**config.mk**
```make
export PLATFORM = sky130hd
export DESIGN_NAME = pipeReg
export DESIGN_NICKNAME = d
export VERILOG_FILES = /design/src/pipeReg.sv
export SDC_FILE = /design/constraint.sdc
export NUM_CORES = 1
export LEC_CHECK = 0
export ABC_CLOCK_PERIOD_IN_PS = 1300
export BUFFER_PORTS_ARGS = -buffer_cell sky130_fd_sc_hd__buf_2
export CAP_MARGIN = 10
export CORE_AREA = 2 2 39 41
export CTS_CLUSTER_DIAMETER = 100
export CTS_CLUSTER_SIZE = 40
export DETAILED_ROUTE_END_ITERATION = 12
export DIE_AREA = 0 0 41 43
export PLACE_DENSITY = 0.54
export SETUP_SLACK_MARGIN = 0.2
export SLEW_MARGIN = 15
export SYNTH_ARGS = -nofsm -noshare
export SYNTH_HDL_FRONTEND = slang
export SYNTH_SLANG_ARGS = --single-unit
```
**constraint.sdc**
```tcl
create_clock -name clk -period 1.3 [get_ports clk]
set_input_delay 0.13 -clock clk [delete_from_list [all_inputs] [get_ports clk]]
set_output_delay 0.13 -clock clk [all_outputs]
set_load 0.01 [all_outputs]
```
**src/pipeReg.sv**
```systemverilog
`timescale 1ns/1ps

module pipeReg #(
    parameter type payloadT = logic [7:0]
) (
    input  logic    clk,
    input  logic    arstN,
    input  logic    inValid,
    input  payloadT inData,
    output logic    inReady,
    output logic    outValid,
    output payloadT outData,
    input  logic    outReady
);

    // take a new item when empty or when the held one leaves this cycle
    assign inReady = !outValid || outReady;

    always_ff @(posedge clk or negedge arstN) begin
        if (!arstN) begin
            outValid <= 1'b0;
        end else if (inReady) begin
            outValid <= inValid;
        end
    end

    // payload only moves on a handshake, so it stays put under back-pressure
    always_ff @(posedge clk) begin
        if (inValid && inReady) begin
            outData <= inData;
        end
    end

endmodule

```
==> impl_metrics.env <==
export IMPL_skew_ps=2.24
export IMPL_critPathLaunchType="flip-flop"
export IMPL_antenna_found_initial=0
export IMPL_drtIter0Drc=6
export IMPL_p_sw_frac=0.200
export IMPL_cts_tree="done"
export IMPL_ioPinCount=22
export IMPL_power_share_combinational=0.098
export IMPL_maxCapViolCount=0
export IMPL_multiInputGateArea_um2=28.8
export IMPL_die_w_um=41
export IMPL_clockRootBuffer="clkbuf_4"
export IMPL_final_nets=51
export IMPL_utilization=0.329
export IMPL_grt_pass1_vias=200
export IMPL_grt_start_max_net_pins=9
export IMPL_antenna_left=0
export IMPL_initial_core_util=0.212
export IMPL_worstSetupStartpoint="outValid"
export IMPL_grt_pass1_wl_um=759
export IMPL_rows=14
export IMPL_fillerInstances=142
export IMPL_holdWs_ps=49.9
export IMPL_yosysWarnings=0
export IMPL_finalSetupViolCount=0
export IMPL_seq_area_um2=265
export IMPL_max_freq_ghz=1.01
export IMPL_p_leak_uw=0.000204
export IMPL_htreeDepth=1
export IMPL_post_synth_instance_area_um2=294
export IMPL_powerDensity_mw_per_mm2=1330
export IMPL_worst_ep_required_time_ps=1170
export IMPL_power_frac_clock=0.341
export IMPL_worstMarginPinSlew_ps=118
export IMPL_min_from="inData[0]"
export IMPL_gp_congestion=0.598
export IMPL_crit_type="flip-flop to output port"
export IMPL_r2r_start="outValid"
export IMPL_clockBufferDepth=2
export IMPL_portBuffers=21
export IMPL_rsz0062_at_grt="false"
export IMPL_insertion_delay_ps=250
export IMPL_netlist_top_cells_area="edfxtp_1 (82%), dfrtp_1 (8.5%), nand2b_4 (4.7%)"
export IMPL_grt_usage=0.0756
export IMPL_drc=0
export IMPL_hold_path_class="input port to flip-flop"
export IMPL_antenna_cells=0
export IMPL_cell_internal_pwr_uw=483
export IMPL_avgSynthCellArea_um2=24.5
export IMPL_total_power_uw=604
export IMPL_place_inst=49
export IMPL_cp_arrival_ps=860
export IMPL_synthCells=12
export IMPL_core_mm2=0.00138
export IMPL_yosys_register_bits=9
export IMPL_slew_violations=0
export IMPL_layout_drive_gt1_share=0.684
export IMPL_ys_types=5
export IMPL_clk_pin_slew_ps=50
export IMPL_cp_top_family="flip-flops"
export IMPL_tns_ps=0
export IMPL_critPathMaxStageDelay_ps=400
export IMPL_cp_cell_sequence="nand2b_4 > buf_2"
export IMPL_stdcell_count=54
export IMPL_grt_overflow=0
export IMPL_slew_headroom=0.921
export IMPL_pwr_share_seq=0.562
export IMPL_yosysSeqAreaShare=0.902
export IMPL_hold_violations=0
export IMPL_p_sw_uw=121
export IMPL_period_share=0.759
export IMPL_routed_wl_um=557
export IMPL_vias_per_cell=3.89
export IMPL_post_route_min_period_ps=987
export IMPL_path_buf_inv=1
export IMPL_slowest_stage="dfrtp_1"
export IMPL_max_vdd_ir_drop_mv=0.755
export IMPL_end_kind="output port"
export IMPL_status="completed"
export IMPL_area_delta_synth_final_pct=54.9
export IMPL_drtPass1Iterations=4
export IMPL_cts_resized=0
export IMPL_wire_per_inst_um=10.3
export IMPL_die_y_um=43
export IMPL_synth_top_cell_area_share=0.817
export IMPL_cts_buffers=3
export IMPL_synth_top_area_cell="edfxtp_1"
export IMPL_vias=210
export IMPL_synth_nets=24
export IMPL_cts_sinks=9
export IMPL_dieArea_mm2=0.00176
export IMPL_path_max_fanout=3
[per-stage QoR]
stage	area, um2	setup WS, ps
6_report	455	313
2_1_floorplan	294	291
3_5_place_dp	419	332
4_1_cts	455	297
5_1_grt	455	270
3_3_place_gp	419	343
[cell families after synthesis]
family,count (synthesis),share of synthesized area
flip-flops,9,0.902
AND/OR/NAND/NOR,3,0.0979
[final cells by class]
cell class                 instances  area share
clock buffer                       4      0.0577
tap                               16      0.0440
timing repair buffer              22       0.253
sequential                         9       0.582
multi-input combinational          3      0.0632
[cell usage after synthesis]
cell type	n
edfxtp_1	8
and2_4	1
nand2b_4	1
nand2b_1	1
dfrtp_1	1
[power groups by stage]
stage	clock [uW]	combinational (uW)	sequential [uW]
6_report	206	59.0	339
5_1_grt	231	65.0	341
4_1_cts	214	59.7	340
3_5_place_dp	0	57.2	346
3_3_place_gp	0	57.8	345
2_1_floorplan	0	14.1	355
[state kept, by name, indices dropped and copies added, names as in the netlist]
signal and count:
outData 8, outValid 1
[final timing paths]
| check | slack, ps | endpoint | cells past startpoint |
|---|---|---|---|
| setup / recovery | 310 | inReady | 2 |
| max in group asynchronous | 1040 | outValid | 2 |
| min in group asynchronous | 180 | outValid | 2 |
| hold / removal | 50 | outData[0] | 1 |
| hold reg to reg | 540 | outValid | 2 |
| setup reg to reg | 330 | outData[7] | 2 |
[metal layers]
metal / wire length, um / global-route usage
met1: 222 / 0.0680
met2: 207 / 0.0906
met3: 119 / 0.0681
met4: 8 / 0.0800
met5: 0 / 0
[repair_timing]
item                                   in CTS  in global routing
buffers inserted                            0                  0
hold buffers                                1                  0
endpoints found under the hold margin       1                  0
[cells in the final DEF, fill, tap and decap left out]
cell type,netlist,layout
clkbuf_1,0,1
edfxtp_1,8,8
dlygate4sd3_1,0,1
buf_2,0,21
dfrtp_1,1,1
nand2b_1,1,1
nand2b_4,1,1
clkbuf_4,0,3
and2_4,1,1
Note: power is estimated with default switching activity, not from simulation.
