[src/include/fetch_cfg.svh]
`ifndef FETCH_CFG_SVH
`define FETCH_CFG_SVH

// address and RAM word widths
`define ADDR_W 64
`define DATA_W 64

// RAM size in 64-bit words
`define RAM_WORDS 256

// RAM sits at the usual RV64 DRAM base
`define RAM_BASE 64'h0000_0000_8000_0000

// first fetch comes from the start of RAM
`define RESET_PC `RAM_BASE

// ebreak stops fetching
`define EBREAK_INST 32'h0010_0073

`endif

[src/fetchPkg.sv]
`include "fetch_cfg.svh"

package fetchPkg;

    // AXI response codes
    localparam logic [1:0] respOkay = 2'b00;
    localparam logic [1:0] respSlvErr = 2'b10;

    // one instruction handed to the decode stage
    typedef struct packed {
        logic [`ADDR_W-1:0] pc;
        logic [31:0]        inst;
        // RAM answered SLVERR, inst is zero
        logic               fault;
    } fetchPacket;

    // R channel payload from the RAM
    typedef struct packed {
        logic [`DATA_W-1:0] data;
        logic [1:0]         resp;
    } readResp;

    // branch or trap target from execute
    typedef struct packed {
        logic [`ADDR_W-1:0] target;
    } redirectReq;

endpackage

[src/pipeReg.sv]
`timescale 1ns/1ps

module pipeReg #(
    parameter type payloadT = logic [7:0]
) (
    input  logic    clk,
    input  logic    arstN,
    input  logic    inValid,
    input  payloadT inData,
    output logic    inReady,
    output logic    outValid,
    output payloadT outData,
    input  logic    outReady
);

    // take a new item when empty or when the held one leaves this cycle
    assign inReady = !outValid || outReady;

    always_ff @(posedge clk or negedge arstN) begin
        if (!arstN) begin
            outValid <= 1'b0;
        end else if (inReady) begin
            outValid <= inValid;
        end
    end

    // payload only moves on a handshake, so it stays put under back-pressure
    always_ff @(posedge clk) begin
        if (inValid && inReady) begin
            outData <= inData;
        end
    end

endmodule

[src/ifu.sv]
`timescale 1ns/1ps
`include "fetch_cfg.svh"

module ifu (
    input  logic                   clk,
    input  logic                   arstN,
    input  logic                   fetchEn,
    input  logic [`ADDR_W-1:0]     pc,
    output logic                   pcAdvance,
    input  logic                   redirectValid,
    output logic                   arvalid,
    output logic [`ADDR_W-1:0]     araddr,
    input  logic                   arready,
    input  logic                   rvalid,
    input  fetchPkg::readResp      rresp,
    output logic                   rready,
    output logic                   instValid,
    output fetchPkg::fetchPacket   instOut,
    input  logic                   instReady,
    output logic                   halted
);
    import fetchPkg::*;

    localparam logic [1:0] maxOutstanding = 2'd2;

    logic [`ADDR_W-1:0] pcQ [2];
    logic [`ADDR_W-1:0] headPc;
    logic               wrPtr;
    logic               rdPtr;
    logic [1:0]         outCnt;
    logic [1:0]         dropCnt;
    logic               ebreakSeen;
    logic               issue;
    logic               rFire;
    logic               dropResp;
    logic               pktInValid;
    logic               pktInReady;
    fetchPacket         pkt;

    // no new fetch while redirecting, halting, full, or the output is stuck
    assign issue = fetchEn && !halted && !ebreakSeen && !redirectValid
                   && (outCnt != maxOutstanding)
                   && !(instValid && !instReady)
                   && (!arvalid || arready);
    assign pcAdvance = issue;

    // AR is registered so address stays stable until arready
    always_ff @(posedge clk or negedge arstN) begin
        if (!arstN) begin
            arvalid <= 1'b0;
            araddr  <= '0;
        end else if (issue) begin
            arvalid <= 1'b1;
            araddr  <= {pc[`ADDR_W-1:3], 3'b000};
        end else if (arready) begin
            arvalid <= 1'b0;
        end
    end

    // pc of every fetch in flight, oldest at rdPtr
    always_ff @(posedge clk) begin
        if (issue) begin
            pcQ[wrPtr] <= pc;
        end
    end

    always_ff @(posedge clk or negedge arstN) begin
        if (!arstN) begin
            wrPtr  <= 1'b0;
            rdPtr  <= 1'b0;
            outCnt <= 2'd0;
        end else begin
            if (issue) begin
                wrPtr <= !wrPtr;
            end
            if (rFire) begin
                rdPtr <= !rdPtr;
            end
            outCnt <= outCnt + {1'b0, issue} - {1'b0, rFire};
        end
    end

    // stale responses are swallowed without waiting on the output slice
    assign dropResp   = redirectValid || (dropCnt != 2'd0) || ebreakSeen;
    assign rready     = dropResp || pktInReady;
    assign rFire      = rvalid && rready;
    assign pktInValid = rvalid && !dropResp;

    // everything still in flight at a redirect is dead
    always_ff @(posedge clk or negedge arstN) begin
        if (!arstN) begin
            dropCnt <= 2'd0;
        end else if (redirectValid) begin
            dropCnt <= outCnt - {1'b0, rFire};
        end else if (rFire && dropCnt != 2'd0) begin
            dropCnt <= dropCnt - 2'd1;
        end
    end

    // pick the 32-bit half by pc bit 2
    assign headPc = pcQ[rdPtr];

    always_comb begin
        pkt.pc    = headPc;
        pkt.fault = (rresp.resp == respSlvErr);
        if (pkt.fault) begin
            pkt.inst = 32'd0;
        end else if (headPc[2]) begin
            pkt.inst = rresp.data[32 +: 32];
        end else begin
            pkt.inst = rresp.data[0 +: 32];
        end
    end

    // packets already presented downstream are not recalled
    pipeReg #(
        .payloadT (fetchPacket)
    ) outSlice (
        .clk      (clk),
        .arstN    (arstN),
        .inValid  (pktInValid),
        .inData   (pkt),
        .inReady  (pktInReady),
        .outValid (instValid),
        .outData  (instOut),
        .outReady (instReady)
    );

    // once ebreak is queued, later fetches are wrong-path
    always_ff @(posedge clk or negedge arstN) begin
        if (!arstN) begin
            ebreakSeen <= 1'b0;
            halted     <= 1'b0;
        end else begin
            if (pktInValid && pktInReady && !pkt.fault && pkt.inst == `EBREAK_INST) begin
                ebreakSeen <= 1'b1;
            end
            if (instValid && instReady && !instOut.fault && instOut.inst == `EBREAK_INST) begin
                halted <= 1'b1;
            end
        end
    end

endmodule

[config.mk]
export PLATFORM = sky130hd
export DESIGN_NAME = ifu
export DESIGN_NICKNAME = d
export VERILOG_FILES = /design/src/fetchPkg.sv /design/src/pipeReg.sv /design/src/ifu.sv
export VERILOG_INCLUDE_DIRS = /design/src /design/src/include
export SDC_FILE = /design/constraint.sdc
export NUM_CORES = 1
export LEC_CHECK = 0
export BUFFER_PORTS_ARGS = -buffer_cell sky130_fd_sc_hd__buf_2
export CORE_UTILIZATION = 47
export DETAILED_ROUTE_END_ITERATION = 10
export MAX_ROUTING_LAYER = met4
export PLACE_DENSITY = 0.75
export SLEW_MARGIN = 20
export SYNTH_ARGS = -nofsm -noshare
export SYNTH_HDL_FRONTEND = slang
export SYNTH_HIERARCHICAL = 1
export SYNTH_SLANG_ARGS = --single-unit
[constraint.sdc]
create_clock -name clk -period 4.4 [get_ports clk]
set_clock_uncertainty 0.05 [all_clocks]
set_input_delay 0.44 -clock clk [delete_from_list [all_inputs] [get_ports clk]]
set_output_delay 0.44 -clock clk [all_outputs]
set_load 0.01 [all_outputs]
==> flow_summary.toml <==
[status]
status = "finished with violations"
failed_checks = "negative hold slack"

[grt]
grt_max_degree = 72
grt_util_all_layers_pct = 19.3
overflow = 0
grt_pass1_wl_mm = 34.7
antenna_found_initial = 0
grt_pass1_vias = 6410

[worst_setup_path]
end_kind = "flop"
reg2reg_from = "ebreakSeen"
crit_start = "ebreakSeen"
required_ns = 4.57
crit_fanout = 40
cp.arrival_ns = 2.94
cp-start-kind = "flop"
reg2reg_slack_ns = 1.63
worstSetupPathType = "flop to flop"

[drt]
avgRoutedWirePerCell_um = 18.5
via_per_inst = 5.08
drt_iter0_drc = 465
num_vias = 6472
ant_nets = 0
wl_mm = 23.6
first_pass_iters = 5
drcViolationCount = 0

[power_and_ir_drop]
p_sw_share_pct = 27.2
worst_ir_drop_vdd_mv = 0.348
powerDensity_nw_per_um2 = 600
p_seq_share_pct = 46.7
leakage_uw = 0.00574
pwr-share-clk_pct = 28.7
switching_power_uw = 2290
power_frac_comb_pct = 24.6
total_power_uw = 8420
p_int_uw = 6130

[synthesis]
synth_seq_cells = 296
yosysTopAreaCell = "edfxtp_1"
yosysSeqAreaShare_pct = 75.7
avgSynthCellArea_um2 = 18.2
async_flop_share_pct = 24.0
netlist_instances = 621
yosysTopAreaCellShare_pct = 59.9
yosys_warnings = 6
synth_area_leaders = "edfxtp_1 (60%), dfrtp_1 (16%), mux2_2 (7.9%), mux2_4 (6.1%), nand2_1 (2.3%)"
synth_ff_type = "edfxtp_1"
synth_edf_count = 225
syn_area_um2 = 11300
synth.most_common_cell = "edfxtp_1"
synth_common_cells = "edfxtp_1 (225), mux2_2 (79), dfrtp_1 (71), nand2_1 (68), mux2_4 (46)"
ys_types = 41

[timing]
rsz0062_at_grt = "no"
final.min_clock_period_ns = 2.77
final-max-slew-violation-count = 0
worst_pin_slew_ns = 0.949
setup_viol = 0
whs_ns = -0.0124
finalHoldViolCount = 9
period_share_pct = 63.0
slew_headroom_pct = 36.7
max_freq_mhz = 361

[clock_network]
ctsLongestPathBuffers = 3
path_clk_slew_ns = 0.06
cts_tree = "done"
cts.sink_count = 296
cts_hold_buf = 0
clock_latency_ns = 0.55
cts_resized = 0
post_cts_buffers = 0
numCtsBuffers = 29
ctsHtreeMaxLevel = 1
cts_root_buf = "clkbuf_16"

[floorplan]
io_pins = 303
die_h_um = 157
die_x_um = 157
start_util_pct = 48.0
core-area_um2 = 23500
die_area_um2 = 24600
rows = 56

[placed_design]
io_buffer_count = 299
place_congestion = 0.871
hpwl_mm = 16.0

[finish]
synthToLayoutAreaGrowth_pct = 24.5
nets = 1072
n_antenna_cell = 0
drive_above_1_share_pct = 50.9

[hold_path]
hold_path.class = "input port to asynchronous set/reset pin"

[flow_run]
max-cap-violations = 0
==> flip-flops by register name, indices dropped and copies added, names as in the netlist <==
signal,cells
pcQ,128
outCnt,2
araddr,61
halted,1
outSlice/outData,97
ebreakSeen,1
arvalid,1
dropCnt,2
wrPtr,1
outSlice/outValid,1
rdPtr,1
==> path summary, 6_finish.rpt <==
kind | end | depth (start not counted)
setup / recovery | pcQ[1][59] | 5
hold / removal | araddr[13] | 1
setup reg to reg | pcQ[1][59] | 5
hold reg to reg | araddr[8] | 1
max in group asynchronous | rdPtr | 1
min in group clk | pcQ[1][1] | 1
==> cell usage in the layout, fill, tap and decap left out, types with 3 or more instances in the layout <==
cell and count:
nand4_1 3, nor2_1 4, buf_4 5, clkinv_2 6
clkinv_1 6, edfxtp_1 225, a21oi_1 33, nand2b_1 3
xnor2_1 6, mux2_2 79, inv_1 6, buf_2 298
mux2_4 46, conb_1 3, dfrtp_1 70, clkbuf_1 5
nand3_1 4, bufinv_16 3, nor4b_1 5, clkinvlp_4 3
buf_12 3, nor4_1 12, nand2_1 68, clkbuf_16 29
==> power groups by stage <==
stage,sequential (uW),combinational [uW],clock [uW]
finish,3930,2070,2410
CTS,3940,2110,2470
global route,3990,2250,2580
floorplan,4150,1190,0
detailed placement,3970,2100,0
global placement,3960,2050,0
==> cell families after synthesis <==
logic type / share of synthesized area (%)
muxes: 14.2
AOI/OAI and AO/OA: 1.90
and+or+nand+nor: 5.44
xor gates and xnor gates: 0.466
other: 0.0333
adders and majority gates: 0.222
buffers and inverters: 2.02
DFF: 75.7
==> cell type report <==
type | instances | area [um2]
inverters | 7 | 26.3
clock inverters | 20 | 194
repair buffers | 306 | 1590
multi-input cells | 293 | 2550
well taps | 319 | 399
clock buffers | 34 | 744
fillers | 1782 | 9440
flip-flops and latches | 296 | 8540
==> worst max-delay path: stages (launching register included) <==
cell and delay (ns):
dfrtp_1 0.42, nor4b_2 0.32, o221ai_2 0.14, nand2b_4 0.40, nor2_4 0.74, buf_12 0.33
==> metrics by stage <==
step	area (um2)	std cells	setup slack, ns	TNS [ns]	utilization, %
2_1_floorplan	11300	623	-0.107	-13.68	-
3_3_place_gp	13100	1221	1.50	0	55.8
3_5_place_dp	13100	1221	1.47	0	55.8
4_1_cts	14000	1275	1.58	0	59.8
5_1_grt	14000	1275	1.43	0	59.8
6_report	14000	1275	1.63	0	59.8
==> per-layer routing <==
layer	wire length, um	vias to the layer above	GRT usage (%)	part of all wire [%]
met2	11500	291	32.2	49
met5	0	-	-	0
met4	453	0	4.81	1.9
met3	1940	37	5.59	8.2
li1	-	2961	-	-
met1	9690	3183	23.0	41
Power figures use the tool's default switching activity.
