**src/include/fetch_cfg.svh**
```systemverilog
`ifndef FETCH_CFG_SVH
`define FETCH_CFG_SVH

// address and RAM word widths
`define ADDR_W 64
`define DATA_W 64

// RAM size in 64-bit words
`define RAM_WORDS 256

// RAM sits at the usual RV64 DRAM base
`define RAM_BASE 64'h0000_0000_8000_0000

// first fetch comes from the start of RAM
`define RESET_PC `RAM_BASE

// ebreak stops fetching
`define EBREAK_INST 32'h0010_0073

`endif

```
**src/fetchPkg.sv**
```systemverilog
`include "fetch_cfg.svh"

package fetchPkg;

    // AXI response codes
    localparam logic [1:0] respOkay = 2'b00;
    localparam logic [1:0] respSlvErr = 2'b10;

    // one instruction handed to the decode stage
    typedef struct packed {
        logic [`ADDR_W-1:0] pc;
        logic [31:0]        inst;
        // RAM answered SLVERR, inst is zero
        logic               fault;
    } fetchPacket;

    // R channel payload from the RAM
    typedef struct packed {
        logic [`DATA_W-1:0] data;
        logic [1:0]         resp;
    } readResp;

    // branch or trap target from execute
    typedef struct packed {
        logic [`ADDR_W-1:0] target;
    } redirectReq;

endpackage

```
**src/pcGen.sv**
```systemverilog
`timescale 1ns/1ps
`include "fetch_cfg.svh"

module pcGen (
    input  logic                   clk,
    input  logic                   arstN,
    input  logic                   pcAdvance,
    input  logic                   redirectValid,
    input  fetchPkg::redirectReq   redirect,
    output logic [`ADDR_W-1:0]     pc
);

    // pc is always the address of the next fetch to issue
    always_ff @(posedge clk or negedge arstN) begin
        if (!arstN) begin
            pc <= `RESET_PC;
        end else if (redirectValid) begin
            // redirect beats a sequential step
            pc <= redirect.target;
        end else if (pcAdvance) begin
            pc <= pc + `ADDR_W'(4);
        end
    end

endmodule

```
**config.mk**
```make
export PLATFORM = sky130hd
export DESIGN_NAME = pcGen
export DESIGN_NICKNAME = d
export VERILOG_FILES = /design/src/fetchPkg.sv /design/src/pcGen.sv
export VERILOG_INCLUDE_DIRS = /design/src /design/src/include
export SDC_FILE = /design/constraint.sdc
export NUM_CORES = 1
export LEC_CHECK = 0
export BUFFER_PORTS_ARGS = -buffer_cell sky130_fd_sc_hd__buf_2
export CELL_PAD_IN_SITES_DETAIL_PLACEMENT = 0
export CELL_PAD_IN_SITES_GLOBAL_PLACEMENT = 1
export CORE_UTILIZATION = 37
export CTS_CLUSTER_SIZE = 10
export DETAILED_ROUTE_END_ITERATION = 16
export MAX_ROUTING_LAYER = met4
export PLACE_DENSITY_LB_ADDON = 0.08
export SYNTH_ARGS = -nofsm -noshare
export SYNTH_HDL_FRONTEND = slang
export SYNTH_SLANG_ARGS = --single-unit
```
**constraint.sdc**
```tcl
create_clock -name clk -period 3.1 [get_ports clk]
set_clock_uncertainty 0.2 [all_clocks]
set_input_delay 0.155 -clock clk [delete_from_list [all_inputs] [get_ports clk]]
set_output_delay 0.155 -clock clk [all_outputs]
set_load 0.01 [all_outputs]
```
==> impl_metrics.csv, run 1 <==
group,metric,value,unit
critical_path,path_cells,"nand4_4, nor4_2, nand4_1, or4_1, a31oi_1",
final_layout,layout-drive-gt1-share,26.7,%
min_path,hold_start,"pcAdvance",
clock_network,cts_setup_buffers,0,
critical_path,slowest_stage,"nor4_2",
clock_network,cts.sinks,64,
routing,via_count,3901,
outcome,outcome,"complete, no violations",
placement,hpwl,7990,µm
timing,hold_viol,0,
critical_path,r2r_setup_slack,550,ps
clock_network,clkTransAtPathRegs,80,ps
logic_synthesis,synth.avg_cell_area,8.77,µm²
clock_network,cts_made_buffers,9,
final_layout,finalNonFillerCells,767,
routing,drt_drc_violations_left,0,
logic_synthesis,synth-simple-area-share,31.3,%
logic_synthesis,synth_xor_area_share,11.2,%
critical_path,critical_path_required,3170,ps
critical_path,startpoint_type,"flop",
logic_synthesis,seq_area_frac_synth,42.5,%
clock_network,root_buffer,"clkbuf_8",
floorplanning,die_area,10600,µm²
timing,clock.fmax,392,MHz
routing,antenna_left,0,
logic_synthesis,synthAdderAreaFrac,0.332,%
final_layout,antennaDiodeCount,0,
clock_network,cts_buffer_depth,2,
timing,rsz0062_at_grt,"false",
logic_synthesis,synth_mux_area_share,1.99,%
routing,drtIter0Drc,135,
floorplanning,num_io_pins,132,
power_and_ir_drop,power_leakage,2.27,nW
power_and_ir_drop,swShare,30.2,%
critical_path,critPathMaxStageDelay,590,ps
logic_synthesis,synth_area,3770,µm²
routing,avgRoutedWirePerCell,14.6,µm
placement,placedCellCount,686,
final_layout,final_common_cell,"buf_2",
power_and_ir_drop,irDropWorstVdd,0.000252,V
critical_path,rr_worst_depth,5,
logic_synthesis,synth_top_family_by_area,"simple AND/OR/NAND/NOR gates",
logic_synthesis,synth-async-reset-ratio,100,%
power_and_ir_drop,p_sw,0.661,mW
placement,io_buffers,131,
final_layout,syn_to_final_growth,44.3,%
floorplanning,die_w,103,µm
power_and_ir_drop,pwr-share-comb,20.2,%
min_path,hold_end,"pc[3]$_DFFE_PN0N_",
critical_path,r2r_start,"pc[5]$_DFFE_PN0N_",
min_path,hold_path.class,"in2reg",
global_routing,globalRouteOverflowTotal,0,
logic_synthesis,synth_edf_count,0,
power_and_ir_drop,p_seq_share,47.2,%
critical_path,cp-end-kind,"flop",
timing,fin_setup_tns,0,ps
timing,maxSlewHeadroom,47.8,%
critical_path,path_max_fanout,8,
critical_path,arrival,2620,ps
logic_synthesis,ys_ff_latch,64,
routing,firstDrtPassIters,4,
routing,routed_wl,11200,µm
timing,tightest_slew,782,ps
logic_synthesis,synthCells,430,
critical_path,reg2reg_to,"pc[60]$_DFFE_PN0N_",
timing,slew_violations,0,
logic_synthesis,synth_compound_area_share,10.4,%
floorplanning,initial_core_util,38.4,%
min_path,min_path_cells,3,
clock_network,cts_max_level,3,
power_and_ir_drop,clkPwrFrac,32.7,%
power_and_ir_drop,power_density,402,nW/µm²
global_routing,antenna_found_initial,0,
floorplanning,fp-row-count,36,
clock_network,cts_tree,"built",
final_layout,top_regs,"pc x64",
final_layout,nNetsFinal,699,
placement,place_congestion,0.871,
global_routing,grt_pass1_wl,17900,µm
final_layout,top_register,"pc",
final_layout,n_fill_cell,995,
timing,finalCritPeriodShare,82.3,%
clock_network,worst_skew_pair.late_latency,340,ps
global_routing,grt_start_max_net_pins,75,
logic_synthesis,synth_ff_type,"dfrtp_1",
floorplanning,die_h,103,µm
routing,viasPerCell,5.09,
global_routing,grtUsageTotal,22.7,%
logic_synthesis,yosysWarningCount,0,
timing,setup_viol,0,
timing,period_minus_slack,2550,ps
final_layout,final_cell_mix,"buf_2 (131), nand2_1 (72), dlygate4sd3_1 (66)",
global_routing,first_global_vias,3730,
job,maxCapViolations,0,
final_layout,largest_reg_flops,64,
floorplanning,fp.coreArea,9820,µm²
logic_synthesis,synth_nets,499,
critical_path,critPathKind,"reg2reg",
logic_synthesis,synthDistinctLibCells,39,
power_and_ir_drop,intPower,1.53,mW
==> timing repair <==
action	in CTS	in global routing
resized for setup	0	0
hold buffers	66	0
hold endpoints to repair	127	0
==> routing by layer <==
layer  track usage (%)  vias up  share of wire [%]
met2              38.5      100                 49
met5                 -        -                  0
met1              27.7     1823                 46
li1                  -     1962                  -
met4              5.85        0                1.4
met3              4.14       16                3.9
==> kinds of logic after synthesis <==
| family | Yosys count |
|---|---|
| buf+inv | 23 |
| simple gates | 216 |
| compound gates | 71 |
| xor+xnor | 48 |
| fa+ha+maj | 1 |
| mux | 7 |
| flops | 64 |
==> cell usage after synthesis (8+ instances only) <==
| cell type | count | area, µm² |
|---|---|---|
| o21ai_0 | 52 | 260 |
| nor2_1 | 26 | 97.6 |
| dfrtp_1 | 63 | 1580 |
| xnor2_1 | 16 | 140 |
| clkbuf_1 | 15 | 56.3 |
| a31oi_1 | 10 | 62.6 |
| nand3_1 | 23 | 115 |
| nand4_1 | 35 | 219 |
| nor3_1 | 8 | 40.0 |
| nor4_1 | 10 | 62.6 |
| xor2_1 | 32 | 280 |
| nand2_1 | 72 | 270 |
==> final cells by class <==
type	instances	area (µm²)	area share, %
tap	133	166	3.06
clock inverter	3	42.5	0.782
timing repair buffer	205	1380	25.3
inverter	7	26.3	0.483
sequential	64	1600	29.5
multi-input combinational	343	2080	38.2
clock buffer	12	145	2.67
==> critical path: cells and delay by family (launching register included) <==
kind | cells | cell delay [ps]
simple gates | 4 | 1630
flops | 1 | 470
compound gates | 1 | 180
==> stage by stage <==
stage | hold WS [ps] | power, mW | cell area (µm²) | setup slack, ps | util [%]
floorplan | -341 | 1.23 | 3770 | 652 | -
global route | 48.7 | 2.31 | 5440 | 338 | 55.4
CTS | 26.6 | 2.21 | 5440 | 529 | 55.4
global placement | 15.4 | 1.42 | 4590 | 604 | 46.8
detailed placement | 8.46 | 1.43 | 4590 | 555 | 46.8
finish | 32.2 | 2.19 | 5440 | 548 | 55.4
==> power by group through the flow <==
| stage | Combinational (mW) | Clock, mW | Sequential [mW] |
|---|---|---|---|
| after floorplan | 0.165 | 0 | 1.06 |
| after global placement | 0.380 | 0 | 1.04 |
| after detailed placement | 0.380 | 0 | 1.05 |
| after CTS | 0.447 | 0.735 | 1.03 |
| after global routing | 0.496 | 0.769 | 1.05 |
| final | 0.441 | 0.715 | 1.03 |
==> worst max path at each step <==
stage	startpoint	endpoint	slack [ps]
after global routing	pc[5]$_DFFE_PN0N_	pc[60]$_DFFE_PN0N_	340
final	pc[5]$_DFFE_PN0N_	pc[60]$_DFFE_PN0N_	550
after CTS	pc[5]$_DFFE_PN0N_	pc[60]$_DFFE_PN0N_	530
after detailed placement	pc[5]$_DFFE_PN0N_	pc[60]$_DFFE_PN0N_	550
after floorplan	pc[31]$_DFFE_PN1N_	pc[63]$_DFFE_PN0N_	650
after global placement	pc[5]$_DFFE_PN0N_	pc[60]$_DFFE_PN0N_	600
No activity file was read; power rests on OpenSTA's default activity.
==> run 2, diff against run 1 <==
==> constraint.sdc (replaced) <==
create_clock -name clk -period 2.66 [get_ports clk]
set_clock_uncertainty 0.2 [all_clocks]
set_input_delay 0.133 -clock clk [delete_from_list [all_inputs] [get_ports clk]]
set_output_delay 0.133 -clock clk [all_outputs]
set_load 0.01 [all_outputs]
==> run 2 against run 1 <==
Net effect:
- power is 17% higher
- highest routed layer unchanged
- sequential power is 17% higher
- cell count is 0.91% higher
- critical endpoint is now pc[59]$_DFFE_PN0N_
- first-iteration DRC count is 49% higher
==> impl_metrics.csv, run 2 (synthesized netlist as in run 1, its figures left out) <==
group,metric,value,unit
outcome,outcome,"complete, no violations",
power_and_ir_drop,power_leakage,2.31,nW
global_routing,globalRouteOverflowTotal,0,
clock_network,cts_hold_buf,66,
routing,top_layer,"met4",
final_layout,top_register,"pc",
global_routing,grt_pass1_wl,18100,µm
routing,routed_wl,11500,µm
critical_path,cp-end-kind,"flop",
clock_network,ctsResizeCount,0,
routing,viasPerCell,5.10,
final_layout,syn_to_final_growth,45.9,%
final_layout,largest_reg_flops,64,
floorplanning,fp-row-count,36,
clock_network,cts_max_level,3,
critical_path,arrival,2580,ps
routing,dr_wl_met3,465,µm
global_routing,grtUsageTotal,22.9,%
floorplanning,die_w,103,µm
critical_path,path_max_fanout,8,
job,maxCapViolations,0,
final_layout,final_common_cell,"buf_2",
power_and_ir_drop,power_density,467,nW/µm²
timing,hold_viol,0,
timing,clock.fmax,396,MHz
critical_path,critical_path_required,2720,ps
global_routing,first_global_vias,3733,
clock_network,cts_made_buffers,9,
final_layout,layout-drive-gt1-share,27.5,%
timing,finalHoldWorstSlack,14.1,ps
clock_network,cts_setup_buffers,0,
clock_network,root_buffer,"clkbuf_8",
clock_network,cts_tree,"built",
clock_network,clkTransAtPathRegs,70,ps
timing,fin_setup_tns,0,ps
clock_network,worst_skew_pair.late_latency,340,ps
timing,maxSlewHeadroom,51.0,%
clock_network,cts_buffer_depth,2,
floorplanning,die_area,10600,µm²
timing,setup_viol,0,
floorplanning,num_io_pins,132,
power_and_ir_drop,irDropWorstVdd,0.000241,V
final_layout,nNetsFinal,705,
routing,wl_met1,5290,µm
routing,drtIter0Drc,201,
routing,avgRoutedWirePerCell,14.9,µm
placement,hpwl,8090,µm
routing,via_count,3947,
timing,tightest_slew,734,ps
routing,firstDrtPassIters,4,
critical_path,startpoint_type,"flop",
min_path,hold_path.class,"in2reg",
timing,slew_violations,0,
final_layout,top_regs,"pc x64",
final_layout,final_cell_mix,"buf_2 (131), nand2_1 (72), dlygate4sd3_1 (66)",
global_routing,antenna_found_initial,0,
routing,wl_met2,5680,µm
placement,place_congestion,0.880,
timing,rsz0062_at_grt,"false",
critical_path,rr_worst_depth,5,
final_layout,fin_util,56.0,%
routing,drt_drc_violations_left,0,
timing,finalCritPeriodShare,94.9,%
clock_network,cts.sinks,64,
min_path,min_path_cells,3,
final_layout,antennaDiodeCount,0,
floorplanning,fp.coreArea,9820,µm²
routing,antenna_left,0,
placement,io_buffers,131,
floorplanning,initial_core_util,38.4,%
critical_path,critPathKind,"reg2reg",
timing,period_minus_slack,2520,ps
floorplanning,die_h,103,µm
power_and_ir_drop,totalPowerFinal,2.57,mW
global_routing,grt_start_max_net_pins,41,
-- run 2: cell types whose count changed in the layout (fill, tap and decap cells not counted) --
| cell | delta |
|---|---|
| clkinvlp_4 | -1 |
| buf_4 | +5 |
| clkinv_2 | +2 |
| buf_12 | +1 |
-- run 2: area by class of cell --
type	count	area (µm²)
Clock inverter	4	45.0
Sequential cell	64	1600
Clock buffer	12	145
Tap cell	133	166
Inverter	7	26.3
Multi-Input combinational cell	343	2080
Timing Repair Buffer	211	1430
Fill cell	981	4320
-- run 2: layer usage --
| layer | GRT usage [%] | vias to the layer above |
|---|---|---|
| li1 | - | 1974 |
| met1 | 29.5 | 1855 |
| met2 | 38.1 | 109 |
| met4 | 5.63 | 0 |
| met3 | 2.98 | 9 |
| met5 | - | - |
-- run 2: worst paths after layout --
path | start | to | slack, ps
setup / recovery | pc[31]$_DFFE_PN1N_ | pc[59]$_DFFE_PN0N_ | 140
hold / removal | pcAdvance | pc[3]$_DFFE_PN0N_ | 10
setup reg to reg | pc[31]$_DFFE_PN1N_ | pc[59]$_DFFE_PN0N_ | 140
hold reg to reg | pc[0]$_DFFE_PN0P_ | pc[0]$_DFFE_PN0P_ | 320
max in group asynchronous | arstN | pc[31]$_DFFE_PN1N_ | 1360
min in group asynchronous | arstN | pc[57]$_DFFE_PN0N_ | 180
-- run 2: stage by stage --
stage | setup WS (ps) | cells | instance area, µm²
2_1_floorplan | 212 | 430 | 3770
3_3_place_gp | 216 | 692 | 4650
3_5_place_dp | 179 | 692 | 4650
4_1_cts | 136 | 774 | 5500
5_1_grt | 16.4 | 774 | 5500
6_report | 136 | 774 | 5500
-- run 2: worst max-delay path, stage by stage (launching register included) --
cell and delay (ps):
dfstp_2 560, nand4_1 310, or4_1 560, or3_1 340, or3_1 310, a31oi_1 160
-- run 2: where the power goes --
group | switching [mW] | total [mW] | internal (mW)
Clock | 0.391 | 0.846 | 0.455
Sequential | 0.138 | 1.20 | 1.06
Combinational | 0.256 | 0.520 | 0.265
